[src/logic/biu_consts.svh]
////////////////////////////////////////////////////////////////////////////
// 32-bit data and address only, DWORD transfers are not supported
// SRAM slave decodes a 16 KiB window, its top 1 KiB answers ERROR
////////////////////////////////////////////////////////////////////////////
`ifndef BIU_CONSTS_SVH
`define BIU_CONSTS_SVH

// bus widths
`define BIU_DATA_W 32
`define BIU_ADDR_W 32
`define BIU_TAG_W  8

// HPROT bits, bufferable bit 2 always left clear
`define HPROT_W     4
`define HPROT_DATA  4'b0001  // data access, else opcode fetch
`define HPROT_PRIV  4'b0010  // privileged, else user
`define HPROT_CACHE 4'b1000  // cacheable

// on-chip SRAM slave
`define SRAM_WORDS    4096   // 16 KiB of 32-bit words
`define SRAM_ERR_BASE 'h3C00 // error region up to end of window

`endif

[src/logic/biu_pkg.sv]
////////////////////////////////////////////////////////////////////////////
// biu_type_t follows the AHB HBURST encoding order
////////////////////////////////////////////////////////////////////////////
`include "biu_consts.svh"

package biu_pkg;

  // core side transfer size
  typedef enum logic [1:0] {
    BYTE  = 2'd0,
    HWORD = 2'd1,
    WORD  = 2'd2
  } biu_size_t;

  // core side burst type
  typedef enum logic [2:0] {
    SINGLE, INCR, WRAP4, INCR4, WRAP8, INCR8, WRAP16, INCR16
  } biu_type_t;

  // protection flags, data in bit 0
  typedef struct packed {
    logic cache;
    logic priv;
    logic data;
  } biu_prot_t;

  typedef enum logic [1:0] {
    HTRANS_IDLE, HTRANS_BUSY, HTRANS_NONSEQ, HTRANS_SEQ
  } htrans_t;

  typedef enum logic [2:0] {
    HBURST_SINGLE, HBURST_INCR, HBURST_WRAP4, HBURST_INCR4,
    HBURST_WRAP8, HBURST_INCR8, HBURST_WRAP16, HBURST_INCR16
  } hburst_t;

  typedef enum logic {HRESP_OKAY, HRESP_ERROR} hresp_t;

  // address and tag of one beat, follows it into the data phase
  typedef struct packed {
    logic [`BIU_ADDR_W-1:0] addr;
    logic [`BIU_TAG_W-1:0]  tag;
  } biu_meta_t;

  // burst type to HBURST, shared by sequencer and counter
  function automatic hburst_t biu_type2hburst(input biu_type_t t);
    case (t)
      SINGLE : return HBURST_SINGLE;
      INCR   : return HBURST_INCR;
      WRAP4  : return HBURST_WRAP4;
      INCR4  : return HBURST_INCR4;
      WRAP8  : return HBURST_WRAP8;
      INCR8  : return HBURST_INCR8;
      WRAP16 : return HBURST_WRAP16;
      default: return HBURST_INCR16;
    endcase
  endfunction

endpackage

[src/logic/biu_ahb_fsm.sv]
////////////////////////////////////////////////////////////////////////////
// single AHB3-Lite master, no BUSY and no lock
// ERROR aborts the running burst, remaining beats are dropped
////////////////////////////////////////////////////////////////////////////
`timescale 1ns/1ps
`include "biu_consts.svh"

module biu_ahb_fsm
  import biu_pkg::*;
(
  input  logic                HCLK,
  input  logic                HRESETn,
  input  logic                biu_stb_i,
  input  biu_size_t           biu_size_i,
  input  biu_type_t           biu_type_i,
  input  biu_prot_t           biu_prot_i,
  input  logic                biu_we_i,
  input  logic                hready_i,
  input  hresp_t              hresp_i,
  input  logic                last_i,     // beat counter at zero
  output logic                hsel_o,
  output htrans_t             htrans_o,
  output logic                hwrite_o,
  output logic [2:0]          hsize_o,
  output hburst_t             hburst_o,
  output logic [`HPROT_W-1:0] hprot_o,
  output logic                cnt_load_o,
  output logic                cnt_step_o,
  output logic                cnt_clear_o,
  output logic                biu_stb_ack_o,
  output logic                biu_d_ack_o,
  output logic                biu_ack_o,
  output logic                biu_err_o
);

  typedef enum logic [1:0] {IDLE, BURST, INCR_RUN} state_t;

  state_t state_q;
  logic   dphase_q;    // data phase of a real transfer in progress
  logic   err_first;   // first cycle of two-cycle ERROR
  logic   incr_cont;   // strobe continues the open INCR burst

  function automatic logic [2:0] size2hsize(input biu_size_t s);
    case (s)
      BYTE   : return 3'b000;
      HWORD  : return 3'b001;
      default: return 3'b010;
    endcase
  endfunction

  function automatic logic [`HPROT_W-1:0] prot2hprot(input biu_prot_t p);
    logic [`HPROT_W-1:0] h;
    h = '0;
    if (p.data)  h = h | `HPROT_DATA;
    if (p.priv)  h = h | `HPROT_PRIV;
    if (p.cache) h = h | `HPROT_CACHE;
    return h;
  endfunction

  ////////////////////////////////////////////////////////////////////////////
  // handshake and counter control
  ////////////////////////////////////////////////////////////////////////////
  assign err_first = ~hready_i & (hresp_i == HRESP_ERROR);
  assign incr_cont = (state_q == INCR_RUN) & (biu_type_i == INCR);

  assign biu_stb_ack_o = hready_i & last_i & biu_stb_i & ~biu_err_o;
  assign biu_d_ack_o   = hready_i & htrans_o[1];   // NONSEQ or SEQ on bus
  assign biu_ack_o     = hready_i & dphase_q;

  assign cnt_load_o  = biu_stb_ack_o & ~incr_cont;   // new NONSEQ
  assign cnt_step_o  = hready_i & (((state_q == BURST) & ~last_i) |
                                   (biu_stb_ack_o & incr_cont));
  assign cnt_clear_o = err_first;

  ////////////////////////////////////////////////////////////////////////////
  // sequencer
  ////////////////////////////////////////////////////////////////////////////
  always_ff @(posedge HCLK or negedge HRESETn)
  begin
    if (!HRESETn)
    begin
      state_q   <= IDLE;
      dphase_q  <= 1'b0;
      biu_err_o <= 1'b0;
      hsel_o    <= 1'b0;
      htrans_o  <= HTRANS_IDLE;
      hwrite_o  <= 1'b0;
      hsize_o   <= 3'b000;
      hburst_o  <= HBURST_SINGLE;
      hprot_o   <= '0;
    end
    else
    begin
      biu_err_o <= 1'b0;                      // one-cycle pulse
      if (err_first)
      begin
        state_q   <= IDLE;                    // abandon the burst
        dphase_q  <= 1'b0;                    // no ack for failed beat
        hsel_o    <= 1'b0;
        htrans_o  <= HTRANS_IDLE;             // IDLE in second ERROR cycle
        biu_err_o <= 1'b1;
      end
      else if (hready_i)
      begin
        dphase_q <= htrans_o[1];
        if (cnt_load_o)
        begin
          state_q  <= (biu_type_i == INCR) ? INCR_RUN : BURST;
          hsel_o   <= 1'b1;
          htrans_o <= HTRANS_NONSEQ;
          hwrite_o <= biu_we_i;
          hsize_o  <= size2hsize(biu_size_i);
          hburst_o <= biu_type2hburst(biu_type_i);
          hprot_o  <= prot2hprot(biu_prot_i);
        end
        else if (cnt_step_o)
          htrans_o <= HTRANS_SEQ;             // state unchanged
        else
        begin
          state_q  <= IDLE;
          hsel_o   <= 1'b0;
          htrans_o <= HTRANS_IDLE;
        end
      end
    end
  end

  // a burst always opens with NONSEQ
  a_no_seq_after_idle: assert property (@(posedge HCLK) disable iff (!HRESETn)
    (htrans_o == HTRANS_IDLE) |=> (htrans_o != HTRANS_SEQ))
    else $error("fsm: SEQ directly after IDLE");

  // slave never issues back-to-back ERROR starts
  a_err_pulse: assert property (@(posedge HCLK) disable iff (!HRESETn)
    biu_err_o |=> !biu_err_o)
    else $error("fsm: biu_err_o high two cycles");

endmodule

[config.mk]
export PLATFORM = sky130hd
export DESIGN_NAME = biu_ahb_fsm
export DESIGN_NICKNAME = d
export VERILOG_FILES = /design/src/logic/biu_pkg.sv /design/src/logic/biu_ahb_fsm.sv
export VERILOG_INCLUDE_DIRS = /design/src /design/src/logic
export SDC_FILE = /design/constraint.sdc
export NUM_CORES = 1
export LEC_CHECK = 0
export ABC_AREA = 1
export BUFFER_PORTS_ARGS = -buffer_cell sky130_fd_sc_hd__buf_2
export CAP_MARGIN = 5
export CORE_MARGIN = 1
export CORE_UTILIZATION = 43
export DETAILED_ROUTE_END_ITERATION = 6
export PLACE_DENSITY = 0.76
export SYNTH_ARGS = -nofsm -noshare
export SYNTH_HDL_FRONTEND = slang
export SYNTH_SLANG_ARGS = --single-unit
[constraint.sdc]
create_clock -name HCLK -period 1.45 [get_ports HCLK]
set_input_delay 0.145 -clock HCLK [delete_from_list [all_inputs] [get_ports HCLK]]
set_output_delay 0.145 -clock HCLK [all_outputs]
set_load 0.05 [all_outputs]
# Yosys cells after proc, flatten, opt, wreduce, memory -nomap -nowiden
# Cells that the tools add are included.
[op_classes]
n_eq_ne = 10
mux = 21
bitwise_logic = 17
n_reduce_logical = 5
[op_table]
columns = ["cell", "n"]
rows = [
  ["case mux 3 bit (7 select lines)", 1],
  ["two-way mux 2 bit", 10],
  ["bitwise AND 1 bit", 11],
  ["== test 3 bit (second input constant)", 3],
  ["two-way mux 1 bit", 8],
  ["== test 3 x 2 -> 1 bit (second input constant)", 2],
  ["inverter 1 bit", 5],
  ["== test 2 x 1 -> 1 bit (second input constant)", 2],
  ["two-way mux 4 bit", 1],
  ["case mux 2 bit (2 select lines)", 1],
  ["== test 3 x 1 -> 1 bit (second input constant)", 1],
  ["logical NOT 3 bit", 1],
  ["inequality test 3 x 2 -> 1 bit (second input constant)", 1],
  ["AND reduction 3 bit", 1],
  ["== test 2 bit (second input constant)", 1],
  ["logical NOT 2 bit", 1],
  ["AND reduction 2 bit", 1],
  ["nonzero test 2 bit", 1],
  ["OR 1 bit", 1],
]
[totals]
ff_bits = 18
in_bits = 15
wordCells = 62

# Longest topological paths before layout
# Gate-level depths: netlist of run 1.
[logic_depth]
word_depth = 10
ltp_mapped = 7
depth_no_buf = 7

# Worst setup path after synthesis of run 1
# OpenSTA, ideal clock, no wires.
[synth_path]
kind = "register to register"
start = "register biu_err_o"
end = "register hburst_o[0]"
setup_time_ps = 66
arrival_ps = 1694
t_required_ps = 1384
path_slack_ps = -310
path_stages_with_launch = 6
n_path_buf = 0
period_less_slack_ps = 1760
cell_sequence = "dfrtp_1 nor2_4 o21ai_4 inv_1 nand2_1 nand2_1"
[synth_between]
elab_chain_cells = 4
[synth_rtl]
columns = ["element", "line_no", "text"]
rows = [
  ["start: declaration", "biu_ahb_fsm.sv:33", "output logic biu_err_o"],
  ["start signal: assignment", "biu_ahb_fsm.sv:84", "biu_err_o <= 1'b0;"],
  ["start signal: assignment", "biu_ahb_fsm.sv:94", "biu_err_o <= 1'b0;"],
  ["start signal: assignment", "biu_ahb_fsm.sv:101", "biu_err_o <= 1'b1;"],
  ["inverter 1 bit", "biu_ahb_fsm.sv:66", "assign biu_stb_ack_o = hready_i & last_i & biu_stb_i & ~biu_err_o;"],
  ["bitwise AND 1 bit", "biu_ahb_fsm.sv:66", ""],
  ["net biu_stb_ack_o", "biu_ahb_fsm.sv:30", "output logic biu_stb_ack_o,"],
  ["bitwise AND 1 bit", "biu_ahb_fsm.sv:70", "assign cnt_load_o = biu_stb_ack_o & ~incr_cont;"],
  ["net cnt_load_o", "biu_ahb_fsm.sv:27", "output logic cnt_load_o,"],
  ["AND reduction 3 bit (no line)", "--", ""],
  ["end signal: assignment", "biu_ahb_fsm.sv:113", "hburst_o <= biu_type2hburst(biu_type_i);"],
  ["end: declaration", "biu_ahb_fsm.sv:25", "output hburst_t hburst_o,"],
]
# The timed path passes the listed nets, and every way through them passes these cells.
# A chain may end at the register's enable or synchronous reset.

# Worst setup path after layout of run 1
[layout_path]
start = "register state_q[0]"
end = "output cnt_step_o"
[layout_between]
elab_chain_cells = 5
elab_cells_between_ends = 7
classes_between = "eq/ne: 2; bitwise: 5"
[layout_rtl]
columns = ["element", "line_no", "text"]
rows = [
  ["start: declaration", "biu_ahb_fsm.sv:38", "state_t state_q;"],
  ["start signal: assignment", "biu_ahb_fsm.sv:108", "state_q <= (biu_type_i == INCR) ? INCR_RUN : BURST;"],
  ["== test 2 bit", "biu_ahb_fsm.sv:64", "assign incr_cont = (state_q == INCR_RUN) & (biu_type_i == INCR);"],
  ["bitwise AND 1 bit", "biu_ahb_fsm.sv:64", ""],
  ["bitwise AND 1 bit", "biu_ahb_fsm.sv:72", "(biu_stb_ack_o & incr_cont));"],
  ["OR 1 bit *", "biu_ahb_fsm.sv:71", "assign cnt_step_o = hready_i & (((state_q == BURST) & ~last_i) |"],
  ["bitwise AND 1 bit *", "biu_ahb_fsm.sv:71", ""],
  ["end: declaration", "biu_ahb_fsm.sv:28", "output logic cnt_step_o,"],
]
# Mark *: on every way between the ends. The rest lies on a longest branch, timed or not.

==> results of run 1 <==
tightest hold or removal path: cells and delay by family:
kind / cells / cell delay (ns)
AND/OR/NAND/NOR: 2 / 0.08
buffers and inverters: 1 / 0.07
stage by stage:
stage | hold slack, ns | utilization (%) | instance area, sq um | total power (W) | instances
6_report | 0.05098 | 66.56 | 1026 | 0.001230 | 145
5_1_grt | 0.04116 | 66.56 | 1026 | 0.001301 | 145
4_1_cts | 0.04651 | 65.10 | 1003 | 0.001238 | 142
3_5_place_dp | 0.07772 | 58.93 | 908.4 | 0.0009375 | 133
3_3_place_gp | 0.07517 | 58.93 | 908.4 | 0.0009319 | 133
2_1_floorplan | -0.1506 | - | 744.5 | 0.0008378 | 86
final cells by class:
type,instances,area (sq um)
Multi-Input combinational cell,56,267.8
Tap cell,16,20.02
Fill cell,142,515.5
Timing Repair Buffer,42,251.5
Clock buffer,4,36.28
Inverter,11,48.80
Sequential cell,16,401.6
cells in the mapped netlist, drive strengths merged:
master	number	share of area, %
buf	2	2.1
clkbuf	1	1.9
conb	1	0.51
dfrtp	16	55
inv	11	5.7
nand2	36	19
nand3	7	5.5
nor2	5	3.6
o21ai	5	6.5
or2	1	0.86
where the power goes:
group | switching, W | internal (W) | total, W
Clock | 0.000136 | 0.000153 | 0.000288
Sequential | 0.0000281 | 0.000501 | 0.000529
Combinational | 0.000312 | 0.000101 | 0.000413
cell families (layout without fill, tap and decap cells):
kind of cell / after synthesis / after routing / share of synthesized area [%]
compound gates: 5 / 5 / 6.519
buf+inv: 14 / 57 / 9.605
flops: 16 / 16 / 54.89
other cells: 1 / 2 / 0.5141
simple gates: 49 / 49 / 28.47
path summary, 6_finish.rpt:
kind,slack (ns),endpoint
max,-0.05,cnt_step_o
min,0.05,hwrite_o$_DFFE_PN0P_
min reg2reg,0.48,htrans_o[0]$_DFFE_PN0P_
max in group asynchronous,0.88,biu_err_o$_DFF_PN0_
max reg2reg,0.12,state_q[1]$_DFFE_PN0P_
min in group asynchronous,0.30,hburst_o[1]$_DFFE_PN0P_
per-layer routing:
layer  global-route usage (%)  wire [microns]
met5                        0               0
met4                    7.273               9
met1                    20.72             649
met3                    3.830              77
met2                    31.94             728
flip-flops by register name, summed over array words and instances, names as in the netlist:
register / cells
biu_err_o: 1
dphase_q: 1
hburst_o: 3
hprot_o: 3
hsel_o: 1
hsize_o: 2
htrans_o: 2
hwrite_o: 1
state_q: 2
timing repair:
item / 4_1_cts / 5_1_grt
resized for setup: 7 / 0
endpoints found under the hold margin: 16 / 0
hold buffers: 1 / 0
endpoints found under the setup margin: 2 / 2
buffers inserted: 4 / 3
cloned: 0 / 0
pin swaps: 2 / 2
==> reports/qor.csv, run 1 <==
metric,value,unit
status,finished with violations,
violations,negative setup slack,
synth_seq_area_share,54.89,%
fmax,0.6645,GHz
antenna_found_initial,0,
wirelength,1465,microns
avgSynthCellArea,8.582,sq um
rows,14,
slew_violations,0,
peakVddDrop,690.8,uV
synthesis.area,729.5,sq um
core-area,1541,sq um
crit-reg2reg-launch,biu_err_o$_DFF_PN0_,
dieArea,1865,sq um
hold_violations,0,
crit_path_cell_trace,"inv_2, nand2_2, nor2_1, nand2_1, nand2_1, nand2_2, clkinvlp_4, buf_8",
fin_tns_setup,-0.05491,ns
drc_errors,0,
fin_nets,145,
vias,667,
path_delay_family,flip-flops,
avgViaCountPerCell,4.600,
antennaDiodeCount,0,
crit_required,1.31,ns
min_path_cells,3,
firstDrtPassIters,4,
clockBufferDepth,2,
startpoint_type,flop,
yosys_register_bits,16,
grt_overflow,0,
min_path_type,primary input to flop,
cts_buffers,3,
htree_levels,1,
skew,0.002607,ns
setup_ws,-0.05491,ns
start_util,47.32,%
grt_pass1_wl,2497,microns
final_antenna_net_count,0,
path_buf_inv,3,
cp-end-kind,output port,
hpwl,1057,microns
final_cell_mix,"nand2_1 (34), buf_2 (31), dfrtp_1 (15)",
rsz0062_at_grt,yes,
insertion_delay,0.28,ns
cp_slowest_cell,dfrtp_1,
grt_max_degree,17,
track_usage,18.01,%
dr.first_iter.drc_count,6,
pre_cts_ws,0.1135,ns
clock_sinks,16,
startpoint,state_q[0]$_DFFE_PN0P_,
areaGrowthSynthToFinish,40.65,%
final_common_cell,nand2_1,
drive_above_1_share,44.19,%
yosysUniqueCellTypes,14,
post-route-period-util,103.8,%
io_pins,36,
syn_inst,85,
ys_warn_count,0,
clk_pin_slew_worst_paths,0.09,ns
period_needed,1.505,ns
first_global_vias,629,
setup_viol,1,
arrival,1.36,ns
die_x,43.19,microns
port_buffers,33,
cts_tree,yes,
p_per_area,1199,nW/um^2
root_buffer,clkbuf_4,
drv_cap,0,
die_h,43.19,microns
hp-start,biu_we_i,
crit_type,flop to output port,
critical-path-max-stage-delay,0.41,ns
r2r_cells,6,
p_leak,0.6107,nW
cp_max_fo,2,
worstSetupPathDepth,8,
wl_per_cell,10.10,microns
place.gp.congestion,0.7286,
Note: power is estimated with default switching activity, not from simulation.
==> inputs of run 2 (changes only) <==
--- a/config.mk
+++ b/config.mk
@@ -10,9 +10,9 @@
 export BUFFER_PORTS_ARGS = -buffer_cell sky130_fd_sc_hd__buf_2
 export CAP_MARGIN = 5
 export CORE_MARGIN = 1
-export CORE_UTILIZATION = 43
+export CORE_UTILIZATION = 40
 export DETAILED_ROUTE_END_ITERATION = 6
-export PLACE_DENSITY = 0.76
+export PLACE_DENSITY = 0.71
 export SYNTH_ARGS = -nofsm -noshare
 export SYNTH_HDL_FRONTEND = slang
 export SYNTH_SLANG_ARGS = --single-unit
==> run 2 against run 1 <==
  * The flow still finishes with violations (negative setup slack)
  * Fmax shrank 0.16%
  * Clock skew barely moved
  * Sequential power about the same
  * Critical path type unchanged
  * Highest routed layer unchanged
==> reports/qor.csv, run 2 (same netlist as run 1, synthesis figures left out) <==
metric,value,unit,change
status,finished with violations,,
violations,negative setup slack,,
dieArea,1999,sq um,+7.2%
setup_ws,-0.05729,ns,-0.002379 ns
fin_nets,141,,-2.8%
drive_above_1_share,43.20,%,-0.99 points
utilization,58.99,%,-7.6 points
core-area,1727,sq um,+12%
antennaDiodeCount,0,,unchanged
first_global_vias,575,,-8.6%
root_buffer,clkbuf_4,,
insertion_delay,0.29,ns,about the same
grt_max_degree,17,,unchanged
period_needed,1.507,ns,+0.002379 ns
wirelength,1470,microns,+0.34%
fillers,181,,+27%
cts_buffers,3,,unchanged
peakVddDrop,644.1,uV,-6.8%
final_antenna_net_count,0,,unchanged
placed_area,919.6,sq um,+1.2%
cp_max_fo,2,,unchanged
p_per_area,1213,nW/um^2,+1.1%
drc_errors,0,,unchanged
skew,0.002257,ns,-0.0003501 ns
final_cell_mix,"nand2_1 (34), buf_2 (31), dfrtp_1 (15)",,
slew_violations,0,,unchanged
cts_tree,yes,,
clockBufferDepth,2,,unchanged
cp-end-kind,output port,,
htree_levels,1,,unchanged
antenna_found_initial,0,,unchanged
dr.first_iter.drc_count,14,,+8
track_usage,16.20,%,-1.8 points
post-route-period-util,104.0,%,+0.16 points
multi_input_area,275.3,sq um,+2.8%
port_buffers,33,,unchanged
rsz0062_at_grt,yes,,
hold_violations,0,,unchanged
vias,654,,-1.9%
top_regs,"hburst_o x3, hprot_o x3",,
arrival,1.36,ns,about the same
startpoint_type,flop,,
io_pins,36,,unchanged
die_x,44.71,microns,+3.5%
start_util,42.25,%,-5.1 points
rows,15,,+1
areaGrowthSynthToFinish,39.62,%,
crit_type,flop to output port,,
crit_required,1.31,ns,about the same
die_h,44.71,microns,+3.5%
fmax,0.6634,GHz,-0.16%
setup_viol,2,,+1
drv_cap,0,,unchanged
firstDrtPassIters,4,,unchanged
place.gp.congestion,0.7634,,+4.8%
wl_per_cell,9.800,microns,-3.0%
grt_overflow,0,,unchanged
clock_sinks,16,,unchanged
final_area,1018,sq um,-0.73%
p_leak,0.5957,nW,-2.4%
hpwl,1046,microns,-0.98%
grt_pass1_wl,2311,microns,-7.4%
final_common_cell,nand2_1,,
clk_pin_slew_worst_paths,0.10,ns,about the same
min_path_type,primary input to flop,,
seqCellArea,401.6,sq um,unchanged
avgViaCountPerCell,4.360,,-5.2%
[run 2: cell count changes in the layout (fill, tap and decap cells not counted), sizes merged]
cell and delta:
buf -4
[run 2: report_power, final]
part / internal, W / total (W) / switching, W
registers: 0.000501 / 0.000531 / 0.0000294
clock network: 0.000153 / 0.000299 / 0.000146
logic: 0.0000954 / 0.000406 / 0.000310
total: 0.000750 / 0.00124 / 0.000486
[run 2: stage by stage]
step | setup WS [ns] | instances | setup TNS, ns | power [W] | hold WS (ns)
3_5_place_dp | 0.1162 | 142 | 0 | 0.0009370 | 0.08458
6_report | -0.05729 | 150 | -0.06887 | 0.001235 | 0.04156
3_3_place_gp | 0.1570 | 142 | 0 | 0.0009329 | 0.07666
2_1_floorplan | -0.02884 | 86 | -0.1722 | 0.0008378 | -0.1506
5_1_grt | -0.1418 | 150 | -0.2276 | 0.001291 | 0.03832
4_1_cts | -0.05251 | 149 | -0.05251 | 0.001246 | 0.03997
[run 2: routing by layer]
metal	wire length, microns	up-vias	track usage [%]
li1	-	331	-
met2	693	27	29.12
met4	15	0	5.455
met3	108	2	2.800
met1	653	294	19.58
met5	0	-	0
[run 2: worst paths after layout]
| check | start | end | slack (ns) | depth (start not counted) |
|---|---|---|---|---|
| min reg2reg | hburst_o[1]$_DFFE_PN0P_ | hburst_o[1]$_DFFE_PN0P_ | 0.48 | 2 |
| max in group asynchronous | HRESETn | biu_err_o$_DFF_PN0_ | 0.88 | 2 |
| min in group asynchronous | HRESETn | biu_err_o$_DFF_PN0_ | 0.29 | 2 |
| max | state_q[0]$_DFFE_PN0P_ | cnt_step_o | -0.06 | 8 |
| max reg2reg | state_q[0]$_DFFE_PN0P_ | state_q[1]$_DFFE_PN0P_ | 0.19 | 6 |
| min | biu_prot_i[1] | hprot_o[1]$_DFFE_PN0P_ | 0.04 | 3 |
[run 2: layout make-up]
class | instances | area share [%]
clock buffers | 4 | 3.563
inverters | 11 | 4.791
multi-input cells | 56 | 27.03
flip-flops and latches | 16 | 39.43
well taps | 25 | 3.071
repair buffers | 38 | 22.11
[run 2: repair_timing]
item,in CTS,in global routing
setup endpoints to repair,2,2
hold buffers,1,0
pin swaps,3,1
setup buffers,2,1
gates resized for setup,7,3
hold endpoints to repair,16,0
[run 2: worst max-delay path, stage by stage, from the launching register on]
cell and delay (ns):
dfrtp_1 0.40, inv_2 0.08, nand2_4 0.06, nor2_2 0.08, nand2_1 0.07, nand2_1 0.09
nand2_2 0.07, clkinvlp_4 0.08, buf_8 0.13
==> inputs of run 3 (changes only) <==
--- a/config.mk
+++ b/config.mk
@@ -7,12 +7,11 @@
 export NUM_CORES = 1
 export LEC_CHECK = 0
 export ABC_AREA = 1
-export BUFFER_PORTS_ARGS = -buffer_cell sky130_fd_sc_hd__buf_2
 export CAP_MARGIN = 5
 export CORE_MARGIN = 1
 export CORE_UTILIZATION = 40
 export DETAILED_ROUTE_END_ITERATION = 6
-export PLACE_DENSITY = 0.71
+export DONT_BUFFER_PORTS = 1
 export SYNTH_ARGS = -nofsm -noshare
 export SYNTH_HDL_FRONTEND = slang
 export SYNTH_SLANG_ARGS = --single-unit
==> run 3 against run 2 <==
  * The flow still finishes with violations (negative setup slack)
  * Via count fell by 11%
  * Non-clock buffer count shrank 16
  * Sequential cell count did not move
  * Routed wire length down 1.3%
  * Worst setup slack better by 0.021 ns
  * Cell count fell by 11%
  * Total power is 4.5% lower
  * Fmax increased by 1.4%
  * Global-route usage increased by 0.16 points
  * First-iteration DRC count is 79% lower
==> reports/qor.csv, run 3 (same netlist as run 1, synthesis figures left out) <==
metric,value,unit,change
grt_overflow,0,,unchanged
setup_ws,-0.03600,ns,+0.02129 ns
violations,negative setup slack,,
met1Wirelength,610,microns,-6.6%
dieArea,1999,sq um,unchanged
crit_type,flop to output port,,
pre_cts_ws,0.2031,ns,+0.08688 ns
hold_violations,0,,unchanged
top_regs,"hburst_o x3, hprot_o x3",,
skew,0.0009053,ns,-0.001352 ns
hp-start,biu_size_i[1],,
drc_errors,0,,unchanged
antenna_found_initial,0,,unchanged
hpwl,1030,microns,-1.6%
utilization,57.97,%,-1.0 points
final_area,1001,sq um,-1.7%
p_per_area,1179,nW/um^2,-2.8%
post-route-period-util,102.5,%,-1.5 points
status,finished with violations,,
htree_levels,1,,unchanged
routed.top_layer,met4,,
clock_sinks,16,,unchanged
fin_nets,125,,-11%
drive_above_1_share,30.28,%,-13 points
avgViaCountPerCell,4.336,,-0.55%
placed_area,827.0,sq um,-10%
tightest_slew,0.7297,ns,
p_leak,0.5273,nW,-11%
wl_met3,79,microns,-27%
period_needed,1.486,ns,-0.02129 ns
antennaDiodeCount,0,,unchanged
track_usage,16.35,%,+0.16 points
fmax,0.6729,GHz,+1.4%
arrival,1.34,ns,-0.02 ns
final_antenna_net_count,0,,unchanged
cp_max_fo,2,,unchanged
crit_required,1.31,ns,about the same
clk_pin_slew_worst_paths,0.09,ns,about the same
dr.first_iter.drc_count,3,,-11
wl_per_cell,10.83,microns,+10%
wl_met2,749,microns,+8.1%
grt_max_degree,17,,unchanged
final_common_cell,nand2_1,,
insertion_delay,0.28,ns,about the same
min_path_cells,2,,-1
firstDrtPassIters,4,,unchanged
final_cell_mix,"nand2_1 (32), dfrtp_1 (15), buf_4 (13)",,
cp-end-kind,output port,,
rrSetupSlack,0.10,ns,-0.09 ns
clockBufferDepth,2,,unchanged
startpoint_type,flop,,
rows,15,,unchanged
die_h,44.71,microns,unchanged
r2r_end,hprot_o[3]$_DFFE_PN0P_,,
setup_viol,1,,-1
core-area,1727,sq um,unchanged
min_path_type,primary input to flop,,
slew_headroom,51.20,%,
cts_buffers,3,,unchanged
worstHoldEndpoint,hsize_o[1]$_DFFE_PN0P_,,
start_util,42.25,%,unchanged
areaGrowthSynthToFinish,37.22,%,
r2r_cells,8,,+2
cts_tree,yes,,
port_buffers,0,,-100%
drv_cap,0,,unchanged
die_x,44.71,microns,unchanged
first_global_vias,565,,-1.7%
place.gp.congestion,0.6939,,-9.1%
multi_input_area,285.3,sq um,+3.6%
rsz0062_at_grt,yes,,
fin_tns_setup,-0.03600,ns,+0.03287 ns
io_pins,36,,unchanged
fillers,160,,-12%
slew_violations,0,,unchanged
crit-reg2reg-launch,state_q[0]$_DFFE_PN0P_,,
peakVddDrop,894.6,uV,+39%
grt_pass1_wl,2318,microns,+0.30%
wirelength,1451,microns,-1.3%
vias,581,,-11%
root_buffer,clkbuf_4,,
seqCellArea,401.6,sq um,unchanged
whs,0.02005,ns,-0.02151 ns
[run 3: cell count changes in the layout (fill, tap and decap cells not counted), sizes merged]
cell / delta
dlygate4sd3: +7
buf: -23
[run 3: what timing repair did]
| item | in CTS | in global routing |
|---|---|---|
| pin swaps | 5 | 3 |
| hold buffers | 7 | 1 |
| setup buffers | 3 | 2 |
| resized for setup | 2 | 5 |
| hold endpoints to repair | 22 | 1 |
| setup endpoints to repair | 2 | 2 |
[run 3: layout make-up]
cell class                      instances  area share (%)
Sequential cell                        16           40.12
Tap cell                               25           3.125
Inverter                               11           4.875
Timing Repair Buffer                   22           19.75
Clock buffer                            4           3.625
Multi-Input combinational cell         56           28.50
[run 3: critical path: stages, from the launching register on]
cell and delay (ns):
dfrtp_1 0.40, inv_2 0.08, nand2_4 0.07, nor2_4 0.12
nand2_2 0.07, nand2_2 0.06, nand2_2 0.06, clkinvlp_4 0.20
[run 3: power by group]
part / switching, W / internal (W) / total (W)
registers: 0.000204 / 0.000498 / 0.000702
logic: 0.000125 / 0.0000703 / 0.000195
clock network: 0.000130 / 0.000153 / 0.000283
total: 0.000459 / 0.000721 / 0.00118
[run 3: routing by layer]
layer / vias to the layer above / track usage [%]
met3: 2 / 4.800
met5: - / 0
met1: 262 / 19.27
met4: 0 / 9.091
li1: 299 / -
met2: 18 / 26.76
[run 3: how the worst max path moves through the flow]
stage	startpoint	end	slack, ns	cells past startpoint
floorplan	biu_err_o$_DFF_PN0_	hburst_o[0]$_DFFE_PN0P_	-0.03	5
global placement	state_q[0]$_DFFE_PN0P_	cnt_load_o	0.23	5
detailed placement	state_q[0]$_DFFE_PN0P_	cnt_load_o	0.20	5
CTS	state_q[0]$_DFFE_PN0P_	cnt_step_o	-0.05	7
global route	state_q[0]$_DFFE_PN0P_	cnt_step_o	-0.11	7
finish	state_q[0]$_DFFE_PN0P_	cnt_step_o	-0.04	7
[run 3: through the flow]
stage | cells | power (W)
2_1_floorplan | 86 | 0.0008378
3_3_place_gp | 117 | 0.0008695
3_5_place_dp | 117 | 0.0008752
4_1_cts | 131 | 0.001186
5_1_grt | 134 | 0.001236
6_report | 134 | 0.001180
